$ cat config.mk
export PLATFORM = sky130hd
export DESIGN_NAME = pattern_gen_top
export DESIGN_NICKNAME = d
export VERILOG_FILES = /design/src/pattern_gen_pkg.sv /design/src/pattern_gen_top.sv /design/src/pixel_compose.sv /design/src/square_motion.sv /design/src/raster_timing.sv
export VERILOG_INCLUDE_DIRS = /design/src
export SDC_FILE = /design/constraint.sdc
export NUM_CORES = 1
export LEC_CHECK = 0
export BUFFER_PORTS_ARGS = -buffer_cell sky130_fd_sc_hd__buf_4
export CORE_MARGIN = 8
export CORE_UTILIZATION = 60
export CTS_CLUSTER_DIAMETER = 200
export DETAILED_ROUTE_END_ITERATION = 8
export PLACE_DENSITY_LB_ADDON = 0.2
export SYNTH_ARGS = -nofsm -noshare
export SYNTH_HDL_FRONTEND = slang
export SYNTH_HIERARCHICAL = 1
export SYNTH_SLANG_ARGS = --single-unit
$ cat constraint.sdc
create_clock -name audgen_mclk -period 5.84 [get_ports audgen_mclk]
set_input_delay 0 -clock audgen_mclk [delete_from_list [all_inputs] [get_ports audgen_mclk]]
set_output_delay 0 -clock audgen_mclk [all_outputs]
set_load 0.01 [all_outputs]
$ cat src/pattern_gen_cfg.svh
/*
 * raster, square and color defaults for the test-pattern core
 * 640x480 visible area inside an 800x500 raster
 */

`ifndef PATTERN_GEN_CFG_SVH
`define PATTERN_GEN_CFG_SVH

// width of every counter and coordinate
`define PG_COORD_W      10

////////////////////
// horizontal raster
////////////////////
`define PG_H_BPORCH     160
`define PG_H_ACTIVE     640
`define PG_H_TOTAL      800

////////////////////
// vertical raster
////////////////////
`define PG_V_BPORCH     20
`define PG_V_ACTIVE     480
`define PG_V_TOTAL      500

// hs lands a few clocks after vs, never on the same cycle
`define PG_HS_OFFSET    3

// square edge and start corner, visible coordinates
`define PG_SQUARE_SIZE  15
`define PG_SQUARE_X0    135
`define PG_SQUARE_Y0    95

// background gray, same level on r, g and b
`define PG_BG_LEVEL     60

`endif
$ cat src/pattern_gen_pkg.sv
/*
 * shared types for the test-pattern core
 * raster position, square position, color, video output, motion direction
 */

`default_nettype none

`include "pattern_gen_cfg.svh"

package pattern_gen_pkg;

    // per-axis motion of the square
    typedef enum logic {
        DIR_DEC = 1'b0,
        DIR_INC = 1'b1
    } dir_t;

    ////////////////////
    // raster timing out
    ////////////////////
    typedef struct packed {
        logic [`PG_COORD_W-1:0] x_count;
        logic [`PG_COORD_W-1:0] y_count;
        // counts minus back porch, only meaningful when active
        logic [`PG_COORD_W-1:0] vis_x;
        logic [`PG_COORD_W-1:0] vis_y;
        logic                   active;
        logic                   frame_tick;
        logic                   line_tick;
    } raster_pos_t;

    // top-left corner of the square
    typedef struct packed {
        logic [`PG_COORD_W-1:0] x;
        logic [`PG_COORD_W-1:0] y;
    } square_pos_t;

    typedef struct packed {
        logic [7:0] r;
        logic [7:0] g;
        logic [7:0] b;
    } rgb_t;

    // pixel stream to the scaler, one pixel per clock
    typedef struct packed {
        rgb_t rgb;
        logic de;
        logic vs;
        logic hs;
    } video_out_t;

endpackage

`default_nettype wire

$ cat src/pattern_gen_top.sv
/*
 * top level of the test-pattern core
 * raster timing and square motion feeding the pixel stage
 */

`timescale 1ns/1ps
`default_nettype none

`include "pattern_gen_cfg.svh"

module pattern_gen_top #(
    parameter int H_BPORCH    = `PG_H_BPORCH,
    parameter int H_ACTIVE    = `PG_H_ACTIVE,
    parameter int H_TOTAL     = `PG_H_TOTAL,
    parameter int V_BPORCH    = `PG_V_BPORCH,
    parameter int V_ACTIVE    = `PG_V_ACTIVE,
    parameter int V_TOTAL     = `PG_V_TOTAL,
    parameter int HS_OFFSET   = `PG_HS_OFFSET,
    parameter int SQUARE_SIZE = `PG_SQUARE_SIZE,
    parameter int SQUARE_X0   = `PG_SQUARE_X0,
    parameter int SQUARE_Y0   = `PG_SQUARE_Y0
) (
    input  logic                        audgen_mclk,
    input  logic                        reset_n,
    output pattern_gen_pkg::video_out_t video
);

    pattern_gen_pkg::raster_pos_t raster;
    pattern_gen_pkg::square_pos_t square;

    // raster position, every clock
    raster_timing #(
        .H_BPORCH  (H_BPORCH),
        .H_ACTIVE  (H_ACTIVE),
        .H_TOTAL   (H_TOTAL),
        .V_BPORCH  (V_BPORCH),
        .V_ACTIVE  (V_ACTIVE),
        .V_TOTAL   (V_TOTAL),
        .HS_OFFSET (HS_OFFSET)
    ) u_raster (
        .audgen_mclk (audgen_mclk),
        .reset_n     (reset_n),
        .raster      (raster)
    );

    // square corner, stepped on frame_tick
    square_motion #(
        .H_ACTIVE    (H_ACTIVE),
        .V_ACTIVE    (V_ACTIVE),
        .SQUARE_SIZE (SQUARE_SIZE),
        .SQUARE_X0   (SQUARE_X0),
        .SQUARE_Y0   (SQUARE_Y0)
    ) u_motion (
        .audgen_mclk (audgen_mclk),
        .reset_n     (reset_n),
        .raster      (raster),
        .square      (square)
    );

    // registered pixel stream
    pixel_compose #(
        .SQUARE_SIZE (SQUARE_SIZE),
        .BG_LEVEL    (`PG_BG_LEVEL)
    ) u_compose (
        .audgen_mclk (audgen_mclk),
        .reset_n     (reset_n),
        .raster      (raster),
        .square      (square),
        .video       (video)
    );

endmodule

`default_nettype wire

$ cat src/pixel_compose.sv
/*
 * output stage of the test-pattern core
 * registered sync, data enable and pixel color
 */

`timescale 1ns/1ps
`default_nettype none

`include "pattern_gen_cfg.svh"

module pixel_compose #(
    parameter int SQUARE_SIZE = `PG_SQUARE_SIZE,
    parameter int BG_LEVEL    = `PG_BG_LEVEL
) (
    input  logic                         audgen_mclk,
    input  logic                         reset_n,
    input  pattern_gen_pkg::raster_pos_t raster,
    input  pattern_gen_pkg::square_pos_t square,
    output pattern_gen_pkg::video_out_t  video
);

    localparam int W = `PG_COORD_W;

    localparam logic [W-1:0] SIZE = W'(SQUARE_SIZE);
    localparam logic [7:0]   GRAY = 8'(BG_LEVEL);

    logic                  in_square;
    pattern_gen_pkg::rgb_t rgb_nxt;

    ////////////////////
    // color select
    ////////////////////

    always_comb begin
        // window test as offset from the corner, no overflow at the right edge
        in_square = (raster.vis_x >= square.x)
                 && ((raster.vis_x - square.x) < SIZE)
                 && (raster.vis_y >= square.y)
                 && ((raster.vis_y - square.y) < SIZE);

        // blanking is black
        rgb_nxt = '0;
        if (raster.active && !in_square) begin
            rgb_nxt.r = GRAY;
            rgb_nxt.g = GRAY;
            rgb_nxt.b = GRAY;
        end
    end

    ////////////////////
    // output register
    ////////////////////

    // one clock behind the raster position
    always_ff @(posedge audgen_mclk or negedge reset_n) begin
        if (!reset_n) begin
            video <= '0;
        end else begin
            video.vs  <= raster.frame_tick;
            video.hs  <= raster.line_tick;
            video.de  <= raster.active;
            video.rgb <= rgb_nxt;
        end
    end

    // nothing but black outside the data-enable window
    a_blank_black: assert property (
        @(posedge audgen_mclk) disable iff (!reset_n)
        !video.de |-> (video.rgb == '0)
    );

endmodule

`default_nettype wire

$ cat src/square_motion.sv
/*
 * bouncing square position for the test-pattern core
 * one step per frame on each axis, reversing at the active edges
 */

`timescale 1ns/1ps
`default_nettype none

`include "pattern_gen_cfg.svh"

module square_motion #(
    parameter int H_ACTIVE    = `PG_H_ACTIVE,
    parameter int V_ACTIVE    = `PG_V_ACTIVE,
    parameter int SQUARE_SIZE = `PG_SQUARE_SIZE,
    parameter int SQUARE_X0   = `PG_SQUARE_X0,
    parameter int SQUARE_Y0   = `PG_SQUARE_Y0
) (
    input  logic                         audgen_mclk,
    input  logic                         reset_n,
    input  pattern_gen_pkg::raster_pos_t raster,
    output pattern_gen_pkg::square_pos_t square
);

    localparam int W = `PG_COORD_W;

    // highest corner position that keeps the square inside
    localparam logic [W-1:0] X_MAX  = W'(H_ACTIVE - SQUARE_SIZE);
    localparam logic [W-1:0] Y_MAX  = W'(V_ACTIVE - SQUARE_SIZE);
    localparam logic [W-1:0] X_INIT = W'(SQUARE_X0);
    localparam logic [W-1:0] Y_INIT = W'(SQUARE_Y0);

    pattern_gen_pkg::dir_t dir_x;
    pattern_gen_pkg::dir_t dir_y;
    pattern_gen_pkg::dir_t dir_x_nxt;
    pattern_gen_pkg::dir_t dir_y_nxt;

    ////////////////////
    // step rule
    ////////////////////

    // reverse first when already sitting on the limit ahead
    function automatic pattern_gen_pkg::dir_t turn(
        input pattern_gen_pkg::dir_t dir,
        input logic [W-1:0]          pos,
        input logic [W-1:0]          limit
    );
        if (dir == pattern_gen_pkg::DIR_DEC && pos == '0) begin
            return pattern_gen_pkg::DIR_INC;
        end
        if (dir == pattern_gen_pkg::DIR_INC && pos == limit) begin
            return pattern_gen_pkg::DIR_DEC;
        end
        return dir;
    endfunction

    // one pixel along the direction in force
    function automatic logic [W-1:0] step(
        input pattern_gen_pkg::dir_t dir,
        input logic [W-1:0]          pos
    );
        if (dir == pattern_gen_pkg::DIR_INC) begin
            return pos + 1'b1;
        end
        return pos - 1'b1;
    endfunction

    always_comb begin
        dir_x_nxt = turn(dir_x, square.x, X_MAX);
        dir_y_nxt = turn(dir_y, square.y, Y_MAX);
    end

    ////////////////////
    // position state
    ////////////////////

    // update at the end of the frame_tick cycle, which lies well ahead
    // of the first active line
    always_ff @(posedge audgen_mclk or negedge reset_n) begin
        if (!reset_n) begin
            square.x <= X_INIT;
            square.y <= Y_INIT;
            // start moving left and down
            dir_x    <= pattern_gen_pkg::DIR_DEC;
            dir_y    <= pattern_gen_pkg::DIR_INC;
        end else if (raster.frame_tick) begin
            dir_x    <= dir_x_nxt;
            dir_y    <= dir_y_nxt;
            square.x <= step(dir_x_nxt, square.x);
            square.y <= step(dir_y_nxt, square.y);
        end
    end

    // bounce keeps the whole square on screen
    a_in_bounds: assert property (
        @(posedge audgen_mclk) disable iff (!reset_n)
        (square.x <= X_MAX) && (square.y <= Y_MAX)
    );

endmodule

`default_nettype wire

$ cat src/raster_timing.sv
/*
 * raster counters for the test-pattern core
 * wrapping x/y counts, active window, visible coordinates,
 * frame and line ticks
 */

`timescale 1ns/1ps
`default_nettype none

`include "pattern_gen_cfg.svh"

module raster_timing #(
    parameter int H_BPORCH  = `PG_H_BPORCH,
    parameter int H_ACTIVE  = `PG_H_ACTIVE,
    parameter int H_TOTAL   = `PG_H_TOTAL,
    parameter int V_BPORCH  = `PG_V_BPORCH,
    parameter int V_ACTIVE  = `PG_V_ACTIVE,
    parameter int V_TOTAL   = `PG_V_TOTAL,
    parameter int HS_OFFSET = `PG_HS_OFFSET
) (
    input  logic                         audgen_mclk,
    input  logic                         reset_n,
    output pattern_gen_pkg::raster_pos_t raster
);

    localparam int W = `PG_COORD_W;

    // compare points, sized to the counters
    localparam logic [W-1:0] H_LAST  = W'(H_TOTAL - 1);
    localparam logic [W-1:0] V_LAST  = W'(V_TOTAL - 1);
    localparam logic [W-1:0] H_START = W'(H_BPORCH);
    localparam logic [W-1:0] H_STOP  = W'(H_BPORCH + H_ACTIVE);
    localparam logic [W-1:0] V_START = W'(V_BPORCH);
    localparam logic [W-1:0] V_STOP  = W'(V_BPORCH + V_ACTIVE);
    localparam logic [W-1:0] HS_X    = W'(HS_OFFSET);

    logic [W-1:0] x_count;
    logic [W-1:0] y_count;
    logic         h_active;
    logic         v_active;

    ////////////////////
    // counters
    ////////////////////

    // x every clock, y on the x wrap
    always_ff @(posedge audgen_mclk or negedge reset_n) begin
        if (!reset_n) begin
            x_count <= '0;
            y_count <= '0;
        end else if (x_count == H_LAST) begin
            x_count <= '0;
            if (y_count == V_LAST) begin
                y_count <= '0;
            end else begin
                y_count <= y_count + 1'b1;
            end
        end else begin
            x_count <= x_count + 1'b1;
        end
    end

    ////////////////////
    // decode
    ////////////////////

    always_comb begin
        // inside the window on each axis
        h_active = (x_count >= H_START) && (x_count < H_STOP);
        v_active = (y_count >= V_START) && (y_count < V_STOP);

        raster.x_count    = x_count;
        raster.y_count    = y_count;
        raster.vis_x      = x_count - H_START;
        raster.vis_y      = y_count - V_START;
        raster.active     = h_active && v_active;
        // top-left corner of the raster starts a frame
        raster.frame_tick = (x_count == '0) && (y_count == '0);
        raster.line_tick  = (x_count == HS_X);
    end

    // counters never leave the raster
    a_count_range: assert property (
        @(posedge audgen_mclk) disable iff (!reset_n)
        (x_count <= H_LAST) && (y_count <= V_LAST)
    );

    // vs and hs must stay apart on the output
    a_tick_apart: assert property (
        @(posedge audgen_mclk) disable iff (!reset_n)
        !(raster.frame_tick && raster.line_tick)
    );

endmodule

`default_nettype wire

==> impl_metrics.toml, run 1 <==
[placement]
place_congestion = 0.955
dp_cells = 596
hpwlAfterDp_mm = 7.02
place_ws_ns = 2.67
port_buffers = 16
post_dp_cell_area_um2 = 4410

[sta]
fmax_mhz = 310
drv_slew = 0
max-slew-margin-rel_pct = 47.6
hold_viol_final = 0
clock_skew_ns = 0.00876
setup_viol = 0
worst_slack_ns = 2.61
final.period_utilization_pct = 55.3
tightest_slew_ns = 0.779
grt_setup_unrepaired = "no"
fin_setup_tns_ns = 0
period_needed_ns = 3.23

[pwr]
seqPwrFrac_pct = 60.8
power.internal_mw = 0.403
swShare_pct = 23.2
p_switching_mw = 0.122
p_per_area_nw_per_um2 = 116
pwr-share-comb_pct = 2.1
p_clk_share_pct = 37.2
peakVddDrop_mv = 0.0844
power.leakage_nw = 1.96

[drt]
viasPerCell = 5.78
drt-initial-drc-count = 170
drt_pass1_iterations = 4
wl_per_cell_um = 15.1
drtAntennaViolNets = 0
num_vias = 3495
drc = 0
wirelength_mm = 9.13

[final_layout]
antenna_cells = 0
syn_to_final_growth_pct = 3.84
final_cell_mix = "inv_1, ha_1, a21oi_1"
fin_area_um2 = 4500
layoutNonFillerInstCount = 605
finalCoreUtilization_pct = 63.1
layout.nets = 558
final_common_cell = "inv_1"
layout-drive-gt1-share_pct = 12.3

[die]
io_pins = 29
die_y_um = 101
dieArea_um2 = 10200
die_w_um = 101
start_util_pct = 60.8
num_rows = 31
core_um2 = 7140

[worst_setup_path]
critical_path.max_fanout = 12
critPathKind = "reg -> reg"
worstSetupEndpointType = "flop"
crit_arrival_ns = 3.42
crit_path_start_kind = "flop"
required_ns = 6.03

[clock_network]
cts.path.max_buffers = 2
cts_tree = "yes"
cts_resized = 0
cts.clk_slew.worst_paths_ns = 0.09
ctsHtreeMaxLevel = 2
cts_root_buf = "clkbuf_8"
cts_sinks = 46
cts_buffers = 5
insertion_delay_ns = 0.30

[global_route]
grt-ovfl-total = 0
grt.total_usage_pct = 19.4
grt_start_max_net_pins = 47
antenna_found_initial = 0
first_global_vias = 3425
grt_pass1_wl_mm = 16.2

[synthesis]
synth_cells = 500
yosys_warnings = 6
syn_avg_cell_area_um2 = 8.67
synth_area_um2 = 4340

[min_path]
worst_hold_path_type = "in -> async"

[outcome]
status = "complete, no violations"

[job]
cap_violations = 0
[final timing paths]
kind | slack (ns) | startpoint | to | cells past startpoint
setup / recovery | 2.61 | u_motion/square[13] | u_motion/square[18] | 10
hold / removal | 0.26 | reset_n | u_motion/square[19] | 2
setup reg to reg | 2.61 | u_motion/square[13] | u_motion/square[18] | 10
hold reg to reg | 0.51 | u_motion/square[9] | u_motion/square[9] | 1
max in group asynchronous | 5.17 | reset_n | u_raster/y_count[9] | 2
min in group audgen_mclk | 0.51 | u_motion/square[9] | u_motion/square[9] | 1
[sequential cells by signal, indices dropped and copies added (netlist names)]
signal            cells
u_compose/video       4
u_motion/dir_x        1
u_motion/dir_y        1
u_motion/square      20
u_raster/x_count     10
u_raster/y_count     10
[power by group through the flow]
stage,logic [mW],registers [mW],clock network (mW)
floorplan,0.00931,0.325,0
global placement,0.0104,0.325,0
detailed placement,0.0106,0.325,0
CTS,0.0111,0.319,0.204
global route,0.0131,0.319,0.216
finish,0.0109,0.319,0.195
[cell type report]
type	instances	area, µm²
Inverter	51	191
Tap cell	99	124
Multi-Input combinational cell	383	2800
Clock inverter	2	10.0
Timing Repair Buffer	18	138
Sequential cell	46	1160
Fill cell	665	2630
Clock buffer	6	72.6
[repair_timing]
| action | CTS | global route |
|---|---|---|
| hold endpoints to repair | 35 | 0 |
| hold buffers | 1 | 0 |
| setup buffers | 0 | 0 |
[through the flow]
step	hold slack [ns]	power, mW
CTS	0.260	0.534
finish	0.257	0.524
global route	0.310	0.548
global placement	0.0473	0.335
detailed placement	0.0541	0.335
floorplan	-0.296	0.334
[metal layers]
metal	vias up	part of all wire, %	track usage, %	wire, µm
met3	6	4.0	2.90	363
met2	65	48	33.1	4400
met4	0	0.69	4.12	63
li1	1766	-	-	-
met5	-	0	0	0
met1	1658	47	25.1	4310
[worst max-delay path, stage by stage, from the launching register on]
cell and delay, ns:
dfrtp_1 0.42, or4_4 0.56, nor3_1 0.25, o2bb2ai_2 0.22, fa_1 0.45, a21o_1 0.20, a21oi_1 0.30, o211ai_1 0.13
a31oi_1 0.23, xnor2_1 0.09, mux2_2 0.26
No activity file was read; power rests on OpenSTA's default activity.
==> run 2: changes to the inputs <==
--- a/config.mk
+++ b/config.mk
@@ -8,7 +8,7 @@
 export LEC_CHECK = 0
 export BUFFER_PORTS_ARGS = -buffer_cell sky130_fd_sc_hd__buf_4
 export CORE_MARGIN = 8
-export CORE_UTILIZATION = 60
+export CORE_UTILIZATION = 56
 export CTS_CLUSTER_DIAMETER = 200
 export DETAILED_ROUTE_END_ITERATION = 8
 export PLACE_DENSITY_LB_ADDON = 0.2
==> constraint.sdc (replaced) <==
create_clock -name audgen_mclk -period 2.7 [get_ports audgen_mclk]
set_input_delay 0 -clock audgen_mclk [delete_from_list [all_inputs] [get_ports audgen_mclk]]
set_output_delay 0 -clock audgen_mclk [all_outputs]
set_load 0.01 [all_outputs]
==> impl_metrics.toml, run 2 (synthesized netlist as in run 1, its figures left out) <==
[clock_network]
cts_sinks = 46
ctsHtreeMaxLevel = 2
insertion_delay_ns = 0.30
cts_tree = "yes"
cts_root_buf = "clkbuf_8"
cts.path.max_buffers = 2
cts.clk_slew.worst_paths_ns = 0.09
cts_buffers = 5

[drt]
wirelength_mm = 11.6
num_vias = 4015
drtAntennaViolNets = 0
viasPerCell = 5.80
drt_pass1_iterations = 5
drc = 0
wl_per_cell_um = 16.7
drt-initial-drc-count = 283

[pwr]
finalPower_mw = 1.14
p_clk_share_pct = 37.5
pwr-share-comb_pct = 2.1
seqPwrFrac_pct = 60.3
power.internal_mw = 0.876
power.leakage_nw = 2.45
p_switching_mw = 0.266
peakVddDrop_mv = 0.185
swShare_pct = 23.3
p_per_area_nw_per_um2 = 202

[sta]
worst_slack_ns = -0.211
holdWs_ns = 0.263
drv_slew = 0
period_needed_ns = 2.91
clock_skew_ns = 0.0109
max-slew-margin-rel_pct = 57.8
fmax_mhz = 344
grt_setup_unrepaired = "yes"
tightest_slew_ns = 0.630
hold_viol_final = 0
setup_viol = 12
final.period_utilization_pct = 108

[outcome]
violations = "setup timing"
status = "finished, violations left"

[worst_setup_path]
critPathKind = "reg -> reg"
required_ns = 2.89
crit_family = "compound AO/OA/AOI/OAI gates"
critical_path.max_fanout = 4
crit_arrival_ns = 3.10
worst_r2r_path_depth = 10
slowest_delay_ns = 0.57
crit_path_start_kind = "flop"
r2r_start = "u_motion/square[3]"
worstSetupEndpointType = "flop"
startpoint = "u_motion/square[3]"
crit_buf_inv = 0
critical_path_depth = 10
r2r_setup_slack_ns = -0.21
slowest_stage = "or4_4"
timing.rr.end = "u_motion/square[8]"
crit_chain = "or4_4, nor3_4, o2bb2ai_4, fa_2, a21o_1, a21oi_2, o211ai_1, a31oi_1, xnor2_1, mux2_2"

[die]
io_pins = 29
die_w_um = 104
num_rows = 32
start_util_pct = 57.0
die_y_um = 104
core_um2 = 7610
dieArea_um2 = 10800

[final_layout]
final_common_cell = "buf_4"
layout.nets = 642
antenna_cells = 0
regMostFlops = "u_motion/square"
largestRegisters = "u_motion/square x20, u_raster/x_count x10, u_raster/y_count x10"
num-fill-cells = 534
layout-drive-gt1-share_pct = 34.1
largest_reg_flops = 20
final_cell_mix = "buf_4, inv_1, ha_1, dfrtp_1, nor2_1"
layoutNonFillerInstCount = 692
syn_to_final_growth_pct = 30.2

[global_route]
grt-ovfl-total = 0
grt.total_usage_pct = 20.1
antenna_found_initial = 0
first_global_vias = 3948
grt_start_max_net_pins = 47
grt_pass1_wl_mm = 18.5

[placement]
place_ws_ns = -0.360
dp_cells = 665
port_buffers = 16
place_congestion = 0.943
hpwlAfterDp_mm = 8.11

[job]
cap_violations = 0

[min_path]
worst_hold_path_type = "in -> async"
-- run 2: metrics by stage --
| step | instance area (µm²) | TNS, ns | utilization [%] |
|---|---|---|---|
| after global routing | 5650 | -2.55 | 74.2 |
| after floorplan | 4530 | -0.195 | - |
| after detailed placement | 5070 | -1.19 | 66.6 |
| final | 5650 | -1.42 | 74.2 |
| after global placement | 5070 | -0.478 | 66.6 |
| after CTS | 5350 | -0.823 | 70.3 |
-- run 2: layer usage --
metal | part of all wire (%) | global-route usage (%) | up-vias
met5 | 0 | 0 | -
met4 | 2.2 | 5.69 | 0
met3 | 4.8 | 3.35 | 24
met2 | 50 | 34.4 | 102
met1 | 43 | 25.2 | 1960
li1 | - | - | 1929
-- run 2: timing repair --
action                     CTS  global route
cloned                       1             0
hold buffers                 1             0
hold endpoints to repair    35             0
setup endpoints to repair   11            13
pin swaps                   13            32
setup buffers               10            10
resized for setup           23            48
-- run 2: how the worst max path moves through the flow --
stage                                endpoint  slack (ns)
final                      u_motion/square[8]       -0.21
after global routing       u_motion/square[8]       -0.30
after CTS                 u_motion/square[18]       -0.14
after detailed placement  u_compose/video[23]       -0.36
after global placement    u_motion/square[18]       -0.08
after floorplan           u_compose/video[23]       -0.08
-- run 2: power by group through the flow --
stage,Clock (mW),Combinational (mW),Sequential (mW)
global placement,0,0.0225,0.702
floorplan,0,0.0201,0.702
finish,0.429,0.0241,0.689
global route,0.462,0.0283,0.689
CTS,0.430,0.0240,0.689
detailed placement,0,0.0229,0.702
-- run 2: layout make-up --
type	instances	area, µm²	area share, %
clock buffer	8	80.1	1.42
inverter	51	191	3.39
multi-input combinational	384	3280	58.1
sequential	46	1160	20.6
tap	102	128	2.26
timing repair buffer	101	803	14.2
-- run 2: worst register-to-register path, stage by stage (launching register included) --
cell and delay (ns):
dfstp_2 0.38, or4_4 0.57, nor3_4 0.26, o2bb2ai_4 0.13, fa_2 0.42, a21o_1 0.18
a21oi_2 0.24, o211ai_1 0.12, a31oi_1 0.18, xnor2_1 0.08, mux2_2 0.25
==> run 3: changes to the inputs <==
--- a/config.mk
+++ b/config.mk
@@ -12,6 +12,7 @@
 export CTS_CLUSTER_DIAMETER = 200
 export DETAILED_ROUTE_END_ITERATION = 8
 export PLACE_DENSITY_LB_ADDON = 0.2
+export RECOVER_POWER = 25
 export SYNTH_ARGS = -nofsm -noshare
 export SYNTH_HDL_FRONTEND = slang
 export SYNTH_HIERARCHICAL = 1
==> impl_metrics.toml, run 3 (synthesized netlist as in run 1, its figures left out) <==
[outcome]
status = "finished, violations left"
violations = "setup timing"

[drt]
drt_pass1_iterations = 5
drtAntennaViolNets = 0
num_vias = 4008
wirelength_mm = 11.6
viasPerCell = 5.79
drt-initial-drc-count = 283
wl_per_cell_um = 16.7
drc = 0

[final_layout]
fin_area_um2 = 5640
layout-drive-gt1-share_pct = 34.1
num-fill-cells = 535
largestRegisters = "u_motion/square x20, u_raster/x_count x10, u_raster/y_count x10"
regMostFlops = "u_motion/square"
antenna_cells = 0
syn_to_final_growth_pct = 30.1
final_common_cell = "buf_4"
layoutNonFillerInstCount = 692
layout.nets = 642
largest_reg_flops = 20
final_cell_mix = "buf_4, inv_1, ha_1, dfrtp_1, nor2_1"

[worst_setup_path]
crit_path_start_kind = "flop"
required_ns = 2.89
critPathKind = "reg -> reg"
timing.rr.end = "u_motion/square[8]"
worstSetupEndpointType = "flop"
r2r_start = "u_motion/square[3]"
crit_arrival_ns = 3.11
worst_r2r_path_depth = 10
r2r_setup_slack_ns = -0.21
critical_path.max_fanout = 4

[clock_network]
cts_root_buf = "clkbuf_8"
cts.path.max_buffers = 2
cts_sinks = 46
ctsHtreeMaxLevel = 2
insertion_delay_ns = 0.30
cts_tree = "yes"
cts.clk_slew.worst_paths_ns = 0.09
cts_buffers = 5

[job]
cap_violations = 0

[pwr]
p_per_area_nw_per_um2 = 203
peakVddDrop_mv = 0.186
power.leakage_nw = 2.45

[global_route]
first_global_vias = 3948
antenna_found_initial = 0
grt-ovfl-total = 0
grt_pass1_wl_mm = 18.5
grt_start_max_net_pins = 47
grt.total_usage_pct = 20.1

[sta]
clock_skew_ns = 0.0109
max-slew-margin-rel_pct = 17.9
hold_viol_final = 0
grt_setup_unrepaired = "yes"
drv_slew = 0
fmax_mhz = 343
fin_setup_tns_ns = -1.42
setup_viol = 12
worst_slack_ns = -0.212
final.period_utilization_pct = 108
period_needed_ns = 2.91
tightest_slew_ns = 1.23

[die]
core_um2 = 7610
dieArea_um2 = 10800
io_pins = 29
start_util_pct = 57.0
die_y_um = 104
num_rows = 32
die_w_um = 104

[placement]
place_congestion = 0.943
port_buffers = 16
dp_cells = 665
post_dp_cell_area_um2 = 5070
place_ws_ns = -0.360
hpwlAfterDp_mm = 8.11

[min_path]
worst_hold_path_type = "in -> async"
## run 3: metrics by stage
stage / total power [mW] / hold slack, ns / utilization [%]
finish: 1.14 / 0.497 / 74.2
detailed placement: 0.725 / 0.0544 / 66.6
CTS: 1.14 / 0.271 / 70.3
global placement: 0.725 / 0.0463 / 66.6
floorplan: 0.722 / -0.296 / -
global route: 1.18 / 0.595 / 74.2
## run 3: worst max path at each step
stage          slack, ns  cells past startpoint                 from                  end
2_1_floorplan      -0.08                      9  u_raster/y_count[6]  u_compose/video[23]
3_3_place_gp       -0.08                     10  u_motion/square[14]  u_motion/square[18]
3_5_place_dp       -0.36                     12  u_raster/y_count[2]  u_compose/video[23]
4_1_cts            -0.14                     10  u_motion/square[14]  u_motion/square[18]
5_1_grt            -0.30                     10   u_motion/square[3]   u_motion/square[8]
6_report           -0.21                     10   u_motion/square[3]   u_motion/square[8]
## run 3: power by group
part | leakage [nW] | internal, mW | switching [mW] | total, mW
combinational | 1.83 | 0.00140 | 0.0222 | 0.0236
sequential | 0.584 | 0.689 | 0 | 0.689
clock | 0.0395 | 0.185 | 0.245 | 0.430
## run 3: cell type report
type | instances | area (µm²) | share of cell area [%]
Inverter | 51 | 191 | 3.39
Timing Repair Buffer | 101 | 801 | 14.2
Clock buffer | 8 | 80.1 | 1.42
Multi-Input combinational cell | 384 | 3280 | 58.1
Tap cell | 102 | 128 | 2.26
Sequential cell | 46 | 1160 | 20.6
## run 3: worst max-delay path, cell delays in order, from the launching register on
cell and delay (ns):
dfstp_2 0.38, or4_4 0.57, nor3_4 0.26, o2bb2ai_4 0.13, fa_2 0.41, a21o_1 0.18
a21oi_2 0.24, o211ai_1 0.12, a31oi_1 0.18, xnor2_1 0.08, mux2_2 0.25
## run 3: timing repair
action / CTS / global route
hold endpoints to repair: 35 / 0
cloned: 1 / 0
resized for setup: 23 / 48
setup endpoints to repair: 11 / 13
setup buffers: 10 / 10
pin swaps: 13 / 32
hold buffers: 1 / 0
## run 3: per-layer routing
metal	vias to the layer above	global-route usage, %	wire length (µm)
met5	-	0	0
met4	0	5.69	253
met3	24	3.35	536
met2	98	34.4	5750
met1	1958	25.2	5050
li1	1928	-	-
